==> config.mk <==
export PLATFORM = sky130hd
export DESIGN_NAME = pipe_control
export DESIGN_NICKNAME = d
export VERILOG_FILES = /design/src/design/pipe_ctrl_pkg.sv /design/src/design/rv_isa_pkg.sv /design/src/design/pipe_control.sv /design/src/design/hazard_unit.sv /design/src/design/stage_tracker.sv /design/src/design/instr_fields.sv
export SDC_FILE = /design/constraint.sdc
export NUM_CORES = 1
export LEC_CHECK = 0
export BUFFER_PORTS_ARGS = -buffer_cell sky130_fd_sc_hd__buf_4
export CAP_MARGIN = 20
export CORE_MARGIN = 5
export CORE_UTILIZATION = 43
export DETAILED_ROUTE_END_ITERATION = 16
export PLACE_DENSITY = 0.74
export SYNTH_ARGS = -nofsm -noshare
export SYNTH_HDL_FRONTEND = slang
export SYNTH_SLANG_ARGS = --single-unit
==> constraint.sdc <==
create_clock -name clk -period 1.5 [get_ports clk]
set_clock_uncertainty 0.2 [all_clocks]
set_input_delay 0.15 -clock clk [delete_from_list [all_inputs] [get_ports clk]]
set_output_delay 0.15 -clock clk [all_outputs]
set_load 0.03 [all_outputs]
==> src/design/pipe_ctrl_pkg.sv <==
`default_nettype none

package pipe_ctrl_pkg;

    // operand source select for the execute stage muxes
    typedef enum logic [1:0] {
        fwd_none = 2'b00,
        fwd_mem  = 2'b01,
        fwd_wb   = 2'b10
    } fwd_sel_e;

    // stages tracked after decode
    localparam int stage_cnt = 3;

    // position of each stage in the shadow record arrays
    localparam int stg_e = 0;
    localparam int stg_m = 1;
    localparam int stg_w = 2;

endpackage

`default_nettype wire

==> src/design/rv_isa_pkg.sv <==
`default_nettype none

package rv_isa_pkg;

    // register file index and opcode field widths
    localparam int reg_idx_w = 5;
    localparam int opcode_w  = 7;

    // RV32I major opcodes
    localparam logic [opcode_w-1:0] op_load   = 7'b0000011;
    localparam logic [opcode_w-1:0] op_store  = 7'b0100011;
    localparam logic [opcode_w-1:0] op_branch = 7'b1100011;
    localparam logic [opcode_w-1:0] op_jal    = 7'b1101111;
    localparam logic [opcode_w-1:0] op_jalr   = 7'b1100111;
    localparam logic [opcode_w-1:0] op_lui    = 7'b0110111;
    localparam logic [opcode_w-1:0] op_auipc  = 7'b0010111;
    localparam logic [opcode_w-1:0] op_op_imm = 7'b0010011;
    localparam logic [opcode_w-1:0] op_op     = 7'b0110011;

    // bits 11:7 hold rd for most formats
    // but the low immediate bits for stores and branches
    typedef union packed {
        struct packed {
            logic [6:0]           funct7;
            logic [reg_idx_w-1:0] rs2;
            logic [reg_idx_w-1:0] rs1;
            logic [2:0]           funct3;
            logic [reg_idx_w-1:0] rd;
            logic [opcode_w-1:0]  opcode;
        } r_form;
        struct packed {
            logic [6:0]           imm_hi;
            logic [reg_idx_w-1:0] rs2;
            logic [reg_idx_w-1:0] rs1;
            logic [2:0]           funct3;
            logic [4:0]           imm_lo;
            logic [opcode_w-1:0]  opcode;
        } s_form;
    } rv_instr_u;

endpackage

`default_nettype wire
==> src/design/pipe_control.sv <==
`default_nettype none
`timescale 1ns/100ps

module pipe_control
    import rv_isa_pkg::*;
    import pipe_ctrl_pkg::*;
(
    input  logic        clk,
    input  logic        rst,
    input  logic [31:0] d_instr,
    input  logic        d_valid,
    input  logic        branch,
    input  logic        branch_taken,
    input  logic        jump,

    output fwd_sel_e    fwd_a,
    output fwd_sel_e    fwd_b,
    output logic        pc_en,
    output logic        f_d_en,
    output logic        d_e_en,
    output logic        no_op,
    output logic        pc_src,
    output logic        flush
);

    // decode uses
    logic [reg_idx_w-1:0] d_rs1;
    logic                 d_rs1_used;
    logic [reg_idx_w-1:0] d_rs2;
    logic                 d_rs2_used;
    logic [reg_idx_w-1:0] d_rd;
    logic                 d_rd_write;
    logic                 d_is_load;

    // shadow records
    logic [reg_idx_w-1:0] e_rs1;
    logic                 e_rs1_used;
    logic [reg_idx_w-1:0] e_rs2;
    logic                 e_rs2_used;
    logic [reg_idx_w-1:0] e_rd;
    logic                 e_is_load;
    logic [reg_idx_w-1:0] m_rd;
    logic                 m_rd_write;
    logic                 m_is_load;
    logic [reg_idx_w-1:0] w_rd;
    logic                 w_rd_write;

    instr_fields u_fields (
        .d_instr    (d_instr),
        .d_valid    (d_valid),
        .d_rs1      (d_rs1),
        .d_rs1_used (d_rs1_used),
        .d_rs2      (d_rs2),
        .d_rs2_used (d_rs2_used),
        .d_rd       (d_rd),
        .d_rd_write (d_rd_write),
        .d_is_load  (d_is_load)
    );

    stage_tracker u_tracker (
        .clk        (clk),
        .rst        (rst),
        .d_e_en     (d_e_en),
        .flush      (flush),
        .d_rs1      (d_rs1),
        .d_rs1_used (d_rs1_used),
        .d_rs2      (d_rs2),
        .d_rs2_used (d_rs2_used),
        .d_rd       (d_rd),
        .d_rd_write (d_rd_write),
        .d_is_load  (d_is_load),
        .e_rs1      (e_rs1),
        .e_rs1_used (e_rs1_used),
        .e_rs2      (e_rs2),
        .e_rs2_used (e_rs2_used),
        .e_rd       (e_rd),
        .e_is_load  (e_is_load),
        .m_rd       (m_rd),
        .m_rd_write (m_rd_write),
        .m_is_load  (m_is_load),
        .w_rd       (w_rd),
        .w_rd_write (w_rd_write)
    );

    hazard_unit u_hazard (
        .d_rs1        (d_rs1),
        .d_rs1_used   (d_rs1_used),
        .d_rs2        (d_rs2),
        .d_rs2_used   (d_rs2_used),
        .e_rs1        (e_rs1),
        .e_rs1_used   (e_rs1_used),
        .e_rs2        (e_rs2),
        .e_rs2_used   (e_rs2_used),
        .e_rd         (e_rd),
        .e_is_load    (e_is_load),
        .m_rd         (m_rd),
        .m_rd_write   (m_rd_write),
        .m_is_load    (m_is_load),
        .w_rd         (w_rd),
        .w_rd_write   (w_rd_write),
        .branch       (branch),
        .branch_taken (branch_taken),
        .jump         (jump),
        .fwd_a        (fwd_a),
        .fwd_b        (fwd_b),
        .pc_en        (pc_en),
        .f_d_en       (f_d_en),
        .d_e_en       (d_e_en),
        .no_op        (no_op),
        .pc_src       (pc_src),
        .flush        (flush)
    );

endmodule

`default_nettype wire

==> src/design/hazard_unit.sv <==
`default_nettype none
`timescale 1ns/100ps

module hazard_unit
    import rv_isa_pkg::*;
    import pipe_ctrl_pkg::*;
(
    // sources of the word in decode
    input  logic [reg_idx_w-1:0] d_rs1,
    input  logic                 d_rs1_used,
    input  logic [reg_idx_w-1:0] d_rs2,
    input  logic                 d_rs2_used,

    // execute stage record
    input  logic [reg_idx_w-1:0] e_rs1,
    input  logic                 e_rs1_used,
    input  logic [reg_idx_w-1:0] e_rs2,
    input  logic                 e_rs2_used,
    input  logic [reg_idx_w-1:0] e_rd,
    input  logic                 e_is_load,

    // memory stage record
    input  logic [reg_idx_w-1:0] m_rd,
    input  logic                 m_rd_write,
    input  logic                 m_is_load,

    // writeback stage record
    input  logic [reg_idx_w-1:0] w_rd,
    input  logic                 w_rd_write,

    // resolution from execute
    input  logic                 branch,
    input  logic                 branch_taken,
    input  logic                 jump,

    output fwd_sel_e             fwd_a,
    output fwd_sel_e             fwd_b,

    output logic                 pc_en,
    output logic                 f_d_en,
    output logic                 d_e_en,
    output logic                 no_op,

    output logic                 pc_src,
    output logic                 flush
);

    logic mem_fwd_ok;
    logic rs1_hit;
    logic rs2_hit;
    logic load_use;
    logic redirect;
    logic stall;

    // the youngest writer wins, memory before writeback
    function automatic fwd_sel_e pick_src(
        input logic                 used,
        input logic [reg_idx_w-1:0] src,
        input logic                 mem_ok,
        input logic [reg_idx_w-1:0] mem_rd,
        input logic                 wb_ok,
        input logic [reg_idx_w-1:0] wb_rd
    );
        fwd_sel_e sel;
        sel = fwd_none;
        if (used && mem_ok && (src == mem_rd)) begin
            sel = fwd_mem;
        end else if (used && wb_ok && (src == wb_rd)) begin
            sel = fwd_wb;
        end
        return sel;
    endfunction

    // load data is not available yet in memory
    assign mem_fwd_ok = m_rd_write && !m_is_load;

    assign fwd_a = pick_src(e_rs1_used, e_rs1, mem_fwd_ok, m_rd, w_rd_write, w_rd);
    assign fwd_b = pick_src(e_rs2_used, e_rs2, mem_fwd_ok, m_rd, w_rd_write, w_rd);

    // load in execute feeding the word in decode
    assign rs1_hit  = d_rs1_used && (d_rs1 == e_rd);
    assign rs2_hit  = d_rs2_used && (d_rs2 == e_rd);
    assign load_use = e_is_load && (rs1_hit || rs2_hit);

    assign redirect = (branch && branch_taken) || jump;

    // a redirect discards the stalled consumer anyway
    assign stall = load_use && !redirect;

    assign pc_en  = !stall;
    assign f_d_en = !stall;
    assign d_e_en = !stall;
    assign no_op  = stall;

    assign pc_src = redirect;
    assign flush  = redirect;

endmodule

`default_nettype wire

==> src/design/stage_tracker.sv <==
`default_nettype none
`timescale 1ns/100ps

module stage_tracker
    import rv_isa_pkg::*;
    import pipe_ctrl_pkg::*;
(
    input  logic                 clk,
    input  logic                 rst,
    input  logic                 d_e_en,
    input  logic                 flush,

    input  logic [reg_idx_w-1:0] d_rs1,
    input  logic                 d_rs1_used,
    input  logic [reg_idx_w-1:0] d_rs2,
    input  logic                 d_rs2_used,
    input  logic [reg_idx_w-1:0] d_rd,
    input  logic                 d_rd_write,
    input  logic                 d_is_load,

    output logic [reg_idx_w-1:0] e_rs1,
    output logic                 e_rs1_used,
    output logic [reg_idx_w-1:0] e_rs2,
    output logic                 e_rs2_used,
    output logic [reg_idx_w-1:0] e_rd,
    output logic                 e_is_load,

    output logic [reg_idx_w-1:0] m_rd,
    output logic                 m_rd_write,
    output logic                 m_is_load,

    output logic [reg_idx_w-1:0] w_rd,
    output logic                 w_rd_write
);

    logic                 take_d;

    // sources only matter while in execute
    logic [reg_idx_w-1:0] rs1_q;
    logic [reg_idx_w-1:0] rs2_q;
    logic                 rs1_used_q;
    logic                 rs2_used_q;

    // destination side, one entry per tracked stage
    logic [reg_idx_w-1:0] rd_q [stage_cnt];
    logic                 wr_q [stage_cnt];

    // load flag is dropped once it reaches writeback
    logic                 ld_q [stg_w];

    // stall or flush sends a bubble into execute
    assign take_d = d_e_en && !flush;

    always_ff @(posedge clk) begin
        rs1_q       <= d_rs1;
        rs2_q       <= d_rs2;
        rd_q[stg_e] <= d_rd;
        for (int i = 1; i < stage_cnt; i++) begin
            rd_q[i] <= rd_q[i-1];
        end
    end

    always_ff @(posedge clk) begin
        if (rst) begin
            rs1_used_q  <= 1'b0;
            rs2_used_q  <= 1'b0;
            ld_q[stg_e] <= 1'b0;
            ld_q[stg_m] <= 1'b0;
            for (int i = 0; i < stage_cnt; i++) begin
                wr_q[i] <= 1'b0;
            end
        end else begin
            rs1_used_q  <= take_d && d_rs1_used;
            rs2_used_q  <= take_d && d_rs2_used;
            wr_q[stg_e] <= take_d && d_rd_write;
            ld_q[stg_e] <= take_d && d_is_load;
            // M and W always advance
            for (int i = 1; i < stage_cnt; i++) begin
                wr_q[i] <= wr_q[i-1];
            end
            ld_q[stg_m] <= ld_q[stg_e];
        end
    end

    assign e_rs1      = rs1_q;
    assign e_rs1_used = rs1_used_q;
    assign e_rs2      = rs2_q;
    assign e_rs2_used = rs2_used_q;
    assign e_rd       = rd_q[stg_e];
    assign e_is_load  = ld_q[stg_e];

    assign m_rd       = rd_q[stg_m];
    assign m_rd_write = wr_q[stg_m];
    assign m_is_load  = ld_q[stg_m];

    assign w_rd       = rd_q[stg_w];
    assign w_rd_write = wr_q[stg_w];

endmodule

`default_nettype wire

==> src/design/instr_fields.sv <==
`default_nettype none
`timescale 1ns/100ps

module instr_fields
    import rv_isa_pkg::*;
(
    input  rv_instr_u            d_instr,
    input  logic                 d_valid,

    output logic [reg_idx_w-1:0] d_rs1,
    output logic                 d_rs1_used,
    output logic [reg_idx_w-1:0] d_rs2,
    output logic                 d_rs2_used,
    output logic [reg_idx_w-1:0] d_rd,
    output logic                 d_rd_write,
    output logic                 d_is_load
);

    logic [opcode_w-1:0] opcode;
    logic                s_type;
    logic                rs1_op;
    logic                rd_op;
    logic                has_dest;
    logic                rd_nz;

    assign opcode = d_instr.r_form.opcode;

    // stores and branches carry imm bits where rd would be
    assign s_type = (d_instr.s_form.opcode == op_store) ||
                    (d_instr.s_form.opcode == op_branch);

    // per-opcode source and destination use
    always_comb begin
        rs1_op = 1'b0;
        rd_op  = 1'b0;
        case (opcode)
            op_op, op_op_imm, op_load, op_jalr: begin
                rs1_op = 1'b1;
                rd_op  = 1'b1;
            end
            op_store, op_branch: begin
                rs1_op = 1'b1;
            end
            op_jal, op_lui, op_auipc: begin
                rd_op = 1'b1;
            end
            default: begin
                rs1_op = 1'b0;
                rd_op  = 1'b0;
            end
        endcase
    end

    assign has_dest = rd_op && !s_type;
    assign d_rd     = has_dest ? d_instr.r_form.rd : '0;
    assign rd_nz    = (d_rd != '0);

    assign d_rs1 = d_instr.r_form.rs1;
    assign d_rs2 = d_instr.r_form.rs2;

    assign d_rs1_used = d_valid && rs1_op;
    assign d_rs2_used = d_valid && ((opcode == op_op) || s_type);

    // writes to x0 are dropped here, nothing downstream checks for it
    assign d_rd_write = d_valid && has_dest && rd_nz;
    assign d_is_load  = d_valid && (opcode == op_load) && rd_nz;

endmodule

`default_nettype wire

After elaboration in Yosys (flattened, before gate mapping)
Memory sizes are Yosys's and may differ from the RTL's.
Cells that the tools add are included.
Cells by class
  reduce and logical (&&, ||, !) cells: 37
  equal/unequal tests: 15
  muxes and demuxes: 15
  bitwise gates (word level): 5
Operator list (count)
  equality test 5 bit: 6
  logical AND 1 bit: 26
  equality test 7 x 6 -> 1 bit, second input constant: 3
  equality test 7 bit, second input constant: 3
  equality test 7 x 5 -> 1 bit, second input constant: 2
  2-to-1 mux 1 bit: 10
  2-to-1 mux 2 bit: 4
  equality test 7 x 2 -> 1 bit, second input constant: 1
  OR reduction 7 bit: 1
  OR reduction 6 bit: 1
  2-to-1 mux 5 bit: 1
  bitwise OR 1 bit: 5
  nonzero test 5 bit: 1
  zero test 1 bit: 4
  logical OR 1 bit: 4
Word-level totals
  word-level logic and storage cells: 79
  memories kept: 3
  register bits: 12
  output and inout bits: 10
  bits in writable memories: 20
Memory list
  u_tracker.rd_q: depth 3, width 5, read ports 3, clocked after memory_dff 0, wr ports 3, line stage_tracker.sv:45  | logic [reg_idx_w-1:0] rd_q [stage_cnt];
  u_tracker.wr_q: depth 3, width 1, read ports 3, clocked after memory_dff 0, wr ports 3, line stage_tracker.sv:46  | logic wr_q [stage_cnt];
  u_tracker.ld_q: depth 2, width 1, read ports 2, clocked after memory_dff 0, wr ports 2, line stage_tracker.sv:49  | logic ld_q [stg_w];

Longest topological paths before layout
Gate-level depths: netlist of run 1.
  word-level depth: 12
  depth in mapped cells: 5
  depth with buffers taken out: 5

Hierarchy
From an unflattened synthesis of run 1, not the netlist that was laid out.
Unflattened totals
  cell total of the unflattened synthesis: 126
  area total of the unflattened synthesis: 1352.5 um^2
Modules (own cells, without submodules)
  stage_tracker: times used 1, sequential area each 640.6 um^2, cells an instance 39, area each 716.9 um^2
  hazard_unit: times used 1, sequential area each 0.0 um^2, cells an instance 54, area each 415.4 um^2
  instr_fields: times used 1, sequential area each 0.0 um^2, cells an instance 33, area each 220.2 um^2

Worst setup path after synthesis of run 1
No wires, ideal clock.
  path type: input -> output
  start point: in d_instr[4]
  end point: out f_d_en
  slack: -376 ps
  data arrival time: 1526 ps
  buffers on the path: 1
  stages: 5
  required time: 1150 ps
  cells stage by stage: and3b_4 -> o2111ai_4 -> nor4_4 -> o21ai_1 -> buf_4
On the way
  word-level cells in the longest chain between the ends: 9
  elaborated cells between the ends (all ways): 18
  classes of those cells: eq/ne (6); mux (1); reduce/logical (11)
Ends and longest elaborated chain
  from (decl): line pipe_control.sv:10  | input logic [31:0] d_instr,
  equality test 7 x 5 -> 1 bit, or another cell as far along: line instr_fields.sv:36  | case (opcode)
  OR reduction 6 bit (no line) / logical OR 1 bit (equally long branches)
  2-to-1 mux 1 bit / logical OR 1 bit (equally long branches): line instr_fields.sv:36, instr_fields.sv:62
  logical AND 1 bit, on equally long branches: line instr_fields.sv:61, instr_fields.sv:62
  logical AND 1 bit, on equally long branches: line hazard_unit.sv:81, hazard_unit.sv:82
  logical OR 1 bit (*): line hazard_unit.sv:83  | assign load_use = e_is_load && (rs1_hit || rs2_hit);
  logical AND 1 bit (*): line hazard_unit.sv:83
  logical AND 1 bit (*): line hazard_unit.sv:88  | assign stall = load_use && !redirect;
  zero test 1 bit (*)
  to (decl): line pipe_control.sv:19  | output logic f_d_en,
Every way passes the cells marked *; elsewhere a longest branch is shown, timed or not.

==> flow_summary.toml, run 1 <==
[place]
hpwl_um = 2320
numPortBuffers = 37
post-place-ws_ns = -0.257
gp_congestion = 0.740

[worst_setup_path]
endpoint = "f_d_en"
crit_start = "u_tracker.rd_q[0][2]"
cp_slowest_stage_delay_ns = 0.35
r2r_cells = 6
crit_required_ns = 1.15
regToRegStartpoint = "u_tracker.rd_q[0][2]"
cp-start-kind = "flip-flop"
rr_endpoint = "u_tracker.ld_q[0][0]"
cp_max_fo = 3
cp_cell_sequence = "xnor2_1, nand4_1, nor4_4, buf_4, o21ai_4, buf_6"
end_kind = "output pin"
slowest_stage = "dfxtp_2"
ff2ff_setup_slack_ns = -0.16
worstPathArrival_ns = 1.71
setup.worst_path.class = "reg -> out"

[synthesis]
netlist_area_um2 = 1290
ys_warn_count = 0
yosys.area_share.xor_xnor_pct = 20.3
syn-num-nets = 159
synth.distinct_cells = 27
synthAdderAreaFrac_pct = 0
synth.mux.area_fraction_pct = 0
synth-seq-cells = 32
yosysTopAreaCell = "dfxtp_1"
synth_top_area_share_pct = 49.5
synthSimpleGateAreaFrac_pct = 22.3
synthTopCellsByArea = "dfxtp_1 (50%), xnor2_1 (20%), nor3_1 (2.7%)"
synth-compound-area-share_pct = 5.80
netlist_instances = 121
synth_top_family_by_area = "simple AND/OR/NAND/NOR gates"
ys_seq_area_share_pct = 49.5
syn_area_per_cell_um2 = 10.7

[floorplanning]
die_w_um = 64.9
rows = 20
ioPinCount = 48
die_area_um2 = 4210
die_y_um = 64.9
start_util_pct = 43.4
core-area_um2 = 2980

[timing]
fmax_mhz = 486
setup_violations = 12
finalCritPeriodShare_pct = 137
relSlewSlack_pct = 77.8
slew_viol_final = 0
fin_ws_ns = -0.557
hold_violations = 0
fin_crit_ns = 2.06
tightest_slew_ns = 0.333
fin_tns_setup_ns = -3.49
rsz0062_at_grt = "true"

[clocking]
numCtsBuffers = 5
clock_latency_ns = 0.34
cts.sinks = 32
cts_tree = "yes"
root_buffer = "clkbuf_4"
cts.reportedPaths.clkPinSlew_ns = 0.11
htree_levels = 2
cts_buffer_depth = 2

[final_layout]
multi_input_area_um2 = 793
insertedDiodeCount = 0
fillers = 209
final_cell_mix = "buf_4 (39), xnor2_1 (20), dlygate4sd3_1 (20)"
layout.cells.most_common = "buf_4"
syn_to_final_growth_pct = 68.5
final_core_util_pct = 73.2
ff_latch_area_um2 = 671
layout-drive-gt1-share_pct = 53.6
layout.nets = 232

[grt]
grt_pass1_vias = 1260
grt_overflow = 0
grt_max_degree = 10
antenna_found_initial = 0
grt_pass1_wl_um = 5980
grtUsageTotal_pct = 19.6

[route]
wire_per_inst_um = 16.0
drt_iter0_markers = 21
post-route-drc-count = 0
ant_nets = 0
via_per_inst = 5.04
wirelength_um = 3630
vias = 1144
firstDrtPassIters = 4

[power]
leakagePower_nw = 0.845
power.density_nw_per_um2 = 778
vdd_drop_max_v = 0.000622
finalPower_w = 0.00170

[run_status]
violations = "setup timing"
status = "finished with violations"

[hold_path]
min_path_type = "in -> reg"

[flow_run]
maxCapViolCount = 0
flip-flops by register name, summed over array words and instances, names as in the netlist:
register              flops
u_tracker.rd_q           15
u_tracker.e_rs1           5
u_tracker.e_rs2           5
u_tracker.wr_q            3
u_tracker.ld_q            2
u_tracker.e_rs1_used      1
u_tracker.e_rs2_used      1
cell type report:
cell class | count | share of cell area (%)
clock buffers | 7 | 2.99
inverters | 1 | 0.172
multi-input cells | 85 | 36.4
flip-flops and latches | 32 | 30.8
well taps | 33 | 1.89
repair buffers | 69 | 27.8
cell families after synthesis:
family	after synthesis
simple gates	47
flops	32
xor+xnor	30
compound gates	8
buf+inv	4
report_power, final:
part / leakage [nW] / switching (W) / total, W / internal (W)
Combinational: 0.539 / 0.0000970 / 0.000256 / 0.000159
Sequential: 0.268 / 0.0000256 / 0.000895 / 0.000870
Clock: 0.0374 / 0.000279 / 0.000544 / 0.000265
Total: 0.845 / 0.000401 / 0.00170 / 0.00129
worst max-delay path, delay by kind of cell (launching register included):
| kind | cells | cell delay, ns |
|---|---|---|
| compound gates | 1 | 0.07 |
| xor+xnor | 1 | 0.14 |
| buf+inv | 2 | 0.32 |
| flops | 1 | 0.35 |
| simple gates | 2 | 0.50 |
per-stage QoR:
step           instance area, um2  hold slack [ns]  std cells
6_report                     2180           0.0161        227
5_1_grt                      2180           0.0224        227
4_1_cts                      2160          0.00697        228
3_5_place_dp                 1700           0.0738        198
3_3_place_gp                 1700           0.0714        198
2_1_floorplan                1340          -0.0223        121
worst min-delay path by stage:
stage | from | to | slack, ns | cells after the start
after floorplan | d_instr[15] | u_tracker.e_rs1[0] | -0.02 | 0
after global placement | d_instr[24] | u_tracker.e_rs2[4] | 0.07 | 1
after detailed placement | d_instr[15] | u_tracker.e_rs1[0] | 0.07 | 1
after CTS | d_instr[1] | u_tracker.wr_q[0][0] | 0.007 | 4
after global routing | d_instr[1] | u_tracker.wr_q[0][0] | 0.02 | 4
final | d_instr[1] | u_tracker.wr_q[0][0] | 0.02 | 4
Yosys cell counts:
cell	instances
dfxtp_1	32
o21ai_0	2
a21oi_2	1
and2_1	5
o21a_1	1
buf_4	3
nand4_1	5
xnor2_1	30
o2111ai_4	1
nor4_1	1
o31ai_2	1
nand3_1	6
nand4b_1	1
o21ai_1	1
or4_1	1
nand2_1	5
nor3_1	7
and3b_2	1
nor2_1	6
nor4b_1	1
inv_1	1
and4bb_1	1
and3b_4	1
nor4_4	1
nor3b_1	1
a21oi_1	1
nor2b_1	4
routing by layer:
metal	wire length, um	track usage (%)	vias up
met5	0	0	-
met3	124	3.99	8
met1	1250	17.7	551
met2	2150	39.1	26
li1	-	-	559
met4	107	11.6	0
repair_timing:
action                     in CTS  in global routing
setup buffers                   3                  1
resized for setup              40                  7
hold buffers                   20                  0
setup endpoints to repair      12                 12
pin swaps                      20                 12
hold endpoints to repair       22                  0
Note: power is estimated with default switching activity, not from simulation.
==> run 2: changes to the inputs <==
--- a/config.mk
+++ b/config.mk
@@ -7,10 +7,12 @@
 export LEC_CHECK = 0
 export BUFFER_PORTS_ARGS = -buffer_cell sky130_fd_sc_hd__buf_4
 export CAP_MARGIN = 20
+export CORE_ASPECT_RATIO = 1.5
 export CORE_MARGIN = 5
 export CORE_UTILIZATION = 43
 export DETAILED_ROUTE_END_ITERATION = 16
 export PLACE_DENSITY = 0.74
+export SKIP_LAST_GASP = 1
 export SYNTH_ARGS = -nofsm -noshare
 export SYNTH_HDL_FRONTEND = slang
 export SYNTH_SLANG_ARGS = --single-unit
==> run 2 against run 1 <==
  * Flip-flop and latch count is the same
  * Sequential power barely moved
  * The flow still finishes with violations (setup timing)
  * Worst setup slack better by 0.061 ns
  * Critical path type unchanged
  * Largest power group unchanged
  * Largest cell class unchanged
==> flow_summary.toml, run 2 (synthesized netlist as in run 1, its figures left out) <==
[final_layout]
layout.cells.most_common = "buf_4"
layout.nets = 232
fillers = 194
multi_input_area_um2 = 833
largest_register = "u_tracker.rd_q"
stdcell_count = 234
syn_to_final_growth_pct = 73.4
layout-drive-gt1-share_pct = 60.5
insertedDiodeCount = 0
largest_reg_flops = 15
ff_latch_area_um2 = 678
final_cell_mix = "buf_4 (45), xnor2_2 (18), dfxtp_2 (18)"

[grt]
grt_pass1_wl_um = 5530
grt_overflow = 0
antenna_found_initial = 0
grt_max_degree = 11
grt_pass1_vias = 1268
grtUsageTotal_pct = 18.3

[clocking]
numCtsBuffers = 5
cts_buffer_depth = 2
cts.sinks = 32
cts_tree = "yes"
root_buffer = "clkbuf_8"
clock_latency_ns = 0.27
htree_levels = 2
cts.reportedPaths.clkPinSlew_ns = 0.06

[timing]
slew_viol_final = 0
rsz0062_at_grt = "true"
hold_violations = 0
finalCritPeriodShare_pct = 133
relSlewSlack_pct = 75.7
tightest_slew_ns = 0.364
fmax_mhz = 501
fin_tns_setup_ns = -2.86
setup_violations = 12
fin_crit_ns = 2.00
fin_ws_ns = -0.496

[route]
via_per_inst = 4.85
post-route-drc-count = 0
ant_nets = 0
drt_iter0_markers = 12
wire_per_inst_um = 14.5
vias = 1136
wirelength_um = 3400
firstDrtPassIters = 2

[hold_path]
min_path_type = "in -> reg"

[place]
numPortBuffers = 37
dp_cells = 206
hpwl_um = 2380
gp_congestion = 0.826

[floorplanning]
die_area_um2 = 4230
start_util_pct = 44.4
die_w_um = 54.8
die_y_um = 77.2
core-area_um2 = 2910
ioPinCount = 48
rows = 24

[worst_setup_path]
setup.worst_path.class = "reg -> out"
slowest_stage = "nor4_4"
cp_cell_sequence = "xnor2_1, nand4_1, nor4_4, o21a_2, buf_6"
cp-start-kind = "flip-flop"
crit_required_ns = 1.15
ff2ff_setup_slack_ns = -0.15
cp_slowest_stage_delay_ns = 0.37
end_kind = "output pin"
worstPathArrival_ns = 1.65
cp_max_fo = 3

[power]
vdd_drop_max_v = 0.000768
leakagePower_nw = 0.895
finalPower_w = 0.00182
power.density_nw_per_um2 = 811

[flow_run]
maxCapViolCount = 0

[run_status]
status = "finished with violations"
violations = "setup timing"
run 2: final timing paths:
path,from,end,cells past startpoint
setup reg to reg,u_tracker.rd_q[0][0],u_tracker.ld_q[0][0],6
hold / removal,rst,u_tracker.e_rs2_used,4
setup / recovery,u_tracker.rd_q[0][3],no_op,5
hold reg to reg,u_tracker.rd_q[0][1],u_tracker.rd_q[0][6],0
run 2: final cells by class:
cell class | instances | share of cell area, %
well taps | 39 | 2.18
flip-flops and latches | 32 | 30.2
repair buffers | 69 | 26.2
clock buffers | 6 | 3.68
clock inverters | 2 | 0.446
inverters | 1 | 0.167
multi-input cells | 85 | 37.1
run 2: what timing repair did:
item,4_1_cts,5_1_grt
endpoints found under the hold margin,19,0
gates resized for setup,41,12
setup endpoints to repair,12,12
pin swaps,25,6
hold buffers,17,0
setup buffers,3,0
run 2: per-stage QoR:
| step | util [%] | hold WS [ns] | cell area, um2 | setup slack [ns] |
|---|---|---|---|---|
| after floorplan | - | -0.0223 | 1340 | -0.167 |
| after global placement | 59.3 | 0.0717 | 1730 | -0.219 |
| after detailed placement | 59.3 | 0.0713 | 1730 | -0.248 |
| after CTS | 75.0 | -0.0127 | 2190 | -0.494 |
| after global routing | 77.0 | 0.00587 | 2240 | -0.615 |
| final | 77.0 | 0.00325 | 2240 | -0.496 |
run 2: worst max-delay path, delay by kind of cell (launching register included):
kind	cells	cell delay, ns
simple gates	2	0.59
xor+xnor	1	0.16
compound gates	1	0.18
flops	1	0.32
buf+inv	1	0.12
run 2: metal layers:
metal  wire length [um]  track usage (%)  vias up
met5                  0                0        -
met4                 85             11.7        0
met3                126             2.91        8
met2               2090             34.5       29
met1               1100             16.0      537
li1                   -                -      562
run 2: where the power goes:
group,internal (W),leakage [nW],switching [W]
sequential,0.000870,0.270,0.0000265
clock,0.000365,0.0510,0.000293
combinational,0.000164,0.575,0.000100
total,0.00140,0.895,0.000420
==> run 3: changes to the inputs <==
--- a/config.mk
+++ b/config.mk
@@ -12,6 +12,7 @@
 export CORE_UTILIZATION = 43
 export DETAILED_ROUTE_END_ITERATION = 16
 export PLACE_DENSITY = 0.74
+export REMOVE_ABC_BUFFERS = 1
 export SKIP_LAST_GASP = 1
 export SYNTH_ARGS = -nofsm -noshare
 export SYNTH_HDL_FRONTEND = slang
==> run 3 against run 2 <==
  * The run ends with hold timing, setup timing left
  * Combinational power fell by 7%
  * Via count down 2.6%
  * Count of clock-buffer cells in the layout shrank 1
  * Sequential share of layout area grew 1.2 points
  * Power up 6.3%
==> flow_summary.toml, run 3 (synthesized netlist as in run 1, its figures left out) <==
[route]
wirelength_um = 3270
post-route-drc-count = 0
firstDrtPassIters = 5
vias = 1107
drt_iter0_markers = 12
wl_met2_um = 1920
wl_met3_um = 191
ant_nets = 0
wire_per_inst_um = 14.3
met1_length_um = 1040
highest_layer = "met4"
via_per_inst = 4.83

[final_layout]
layout-drive-gt1-share_pct = 54.2
layout.nets = 227
largest_reg_flops = 15
syn_to_final_growth_pct = 66.2
insertedDiodeCount = 0
fillers = 196
ff_latch_area_um2 = 676
largest_register = "u_tracker.rd_q"
design_area_um2 = 2150
multi_input_area_um2 = 767
layout.cells.most_common = "buf_4"
final_cell_mix = "buf_4 (42), xnor2_1 (18), dlygate4sd3_1 (16), dfxtp_2 (16)"

[place]
numPortBuffers = 37
placed_area_um2 = 1680
hpwl_um = 2420
gp_congestion = 0.798

[worst_setup_path]
worstPathArrival_ns = 1.55
cp_slowest_stage_delay_ns = 0.36
slowest_stage = "dfxtp_4"
cp_num_buf_inv = 1
setup.worst_path.class = "reg -> out"
crit_required_ns = 1.15
cpLargestDelayFamily = "simple AND/OR/NAND/NOR gates"
cp-start-kind = "flip-flop"
end_kind = "output pin"
cp_cell_sequence = "xnor2_2, nand4_1, nor4_4, o21a_1, buf_6"
cp_max_fo = 3

[floorplanning]
start_util_pct = 44.4
die_area_um2 = 4230
core-area_um2 = 2910
die_w_um = 54.8
ioPinCount = 48
rows = 24
die_y_um = 77.2

[clocking]
root_buffer = "clkbuf_8"
cts.sinks = 32
cts_buffer_depth = 2
numCtsBuffers = 5
cts_hold_buf = 16
cts_tree = "yes"
htree_levels = 2
cts.reportedPaths.clkPinSlew_ns = 0.06
clock_latency_ns = 0.28

[power]
leakagePower_nw = 0.841
power.density_nw_per_um2 = 900
clkPwrFrac_pct = 41.1
swShare_pct = 21.8
power.internal_w = 0.00151
p_seq_share_pct = 46.2
power_switching_w = 0.000422
finalPower_w = 0.00193
vdd_drop_max_v = 0.000783
p_comb_share_pct = 12.6

[grt]
grt_overflow = 0
grtUsageTotal_pct = 18.1
grt_pass1_wl_um = 5330
antenna_found_initial = 0
grt_pass1_vias = 1236
grt_max_degree = 12

[run_status]
violations = "hold timing, setup timing"
status = "finished with violations"

[timing]
fmax_mhz = 526
hold_violations = 3
slew_viol_final = 0
finalCritPeriodShare_pct = 127
relSlewSlack_pct = 77.5
fin_crit_ns = 1.90
rsz0062_at_grt = "true"
tightest_slew_ns = 0.337
setup_violations = 12
hold_ws_ns = -0.0100
fin_ws_ns = -0.403

[flow_run]
maxCapViolCount = 0

[hold_path]
min_path_type = "in -> reg"
[run 3: cell types whose count changed in the layout (fill, tap and decap cells not counted), sizes merged]
cell         previous run  this run
bufinv                  0         1
dlygate4sd3            17        16
clkinv                  2         1
clkbuf                  6         5
clkinvlp                0         1
buf                    52        48
[run 3: worst paths after layout]
| path | start | end | slack [ns] | depth (start not counted) |
|---|---|---|---|---|
| setup / recovery | u_tracker.rd_q[0][4] | no_op | -0.40 | 5 |
| hold / removal | rst | u_tracker.e_rs2_used | -0.01 | 4 |
| setup reg to reg | u_tracker.rd_q[0][2] | u_tracker.e_rs1_used | -0.05 | 5 |
| hold reg to reg | u_tracker.rd_q[0][1] | u_tracker.rd_q[0][6] | 0.17 | 0 |
[run 3: tightest hold or removal path: cells and delay by family]
kind	cells	cell delay (ns)
AO/OA/AOI/OAI	1	0.08
AND/OR/NAND/NOR	2	0.11
buffers and inverters	1	0.08
[run 3: final cells by class]
cell class	instances	area share (%)
Tap cell	39	2.27
Clock inverter	3	1.98
Timing Repair Buffer	64	25.3
Inverter	1	0.175
Multi-Input combinational cell	85	35.7
Clock buffer	5	3.20
Sequential cell	32	31.4
[run 3: per-layer routing]
layer,global-route usage (%),vias to the layer above
met2,32.5,38
met3,6.01,9
met4,10.7,0
met5,0,-
met1,16.0,512
li1,-,548
[run 3: power by group through the flow]
stage	Clock [W]	Sequential (W)	Combinational [W]
final	0.000796	0.000894	0.000245
after global routing	0.000874	0.000896	0.000264
after CTS	0.000802	0.000896	0.000232
after detailed placement	0	0.000910	0.000187
after global placement	0	0.000909	0.000183
after floorplan	0	0.000907	0.0000820
[run 3: through the flow]
step	utilization (%)	worst slack, ns	setup TNS (ns)	hold slack (ns)	instances
global placement	57.7	-0.206	-1.37	0.0723	205
global route	73.8	-0.487	-3.33	-0.00799	229
CTS	71.0	-0.413	-2.22	-0.0182	229
finish	73.8	-0.403	-2.19	-0.0100	229
floorplan	-	-0.800	-3.06	-0.0223	118
detailed placement	57.7	-0.255	-1.65	0.0723	205
[run 3: what timing repair did]
action	in CTS	in global routing
setup endpoints to repair	12	12
pin swaps	17	4
gates resized for setup	33	20
endpoints found under the hold margin	18	1
setup buffers	1	0
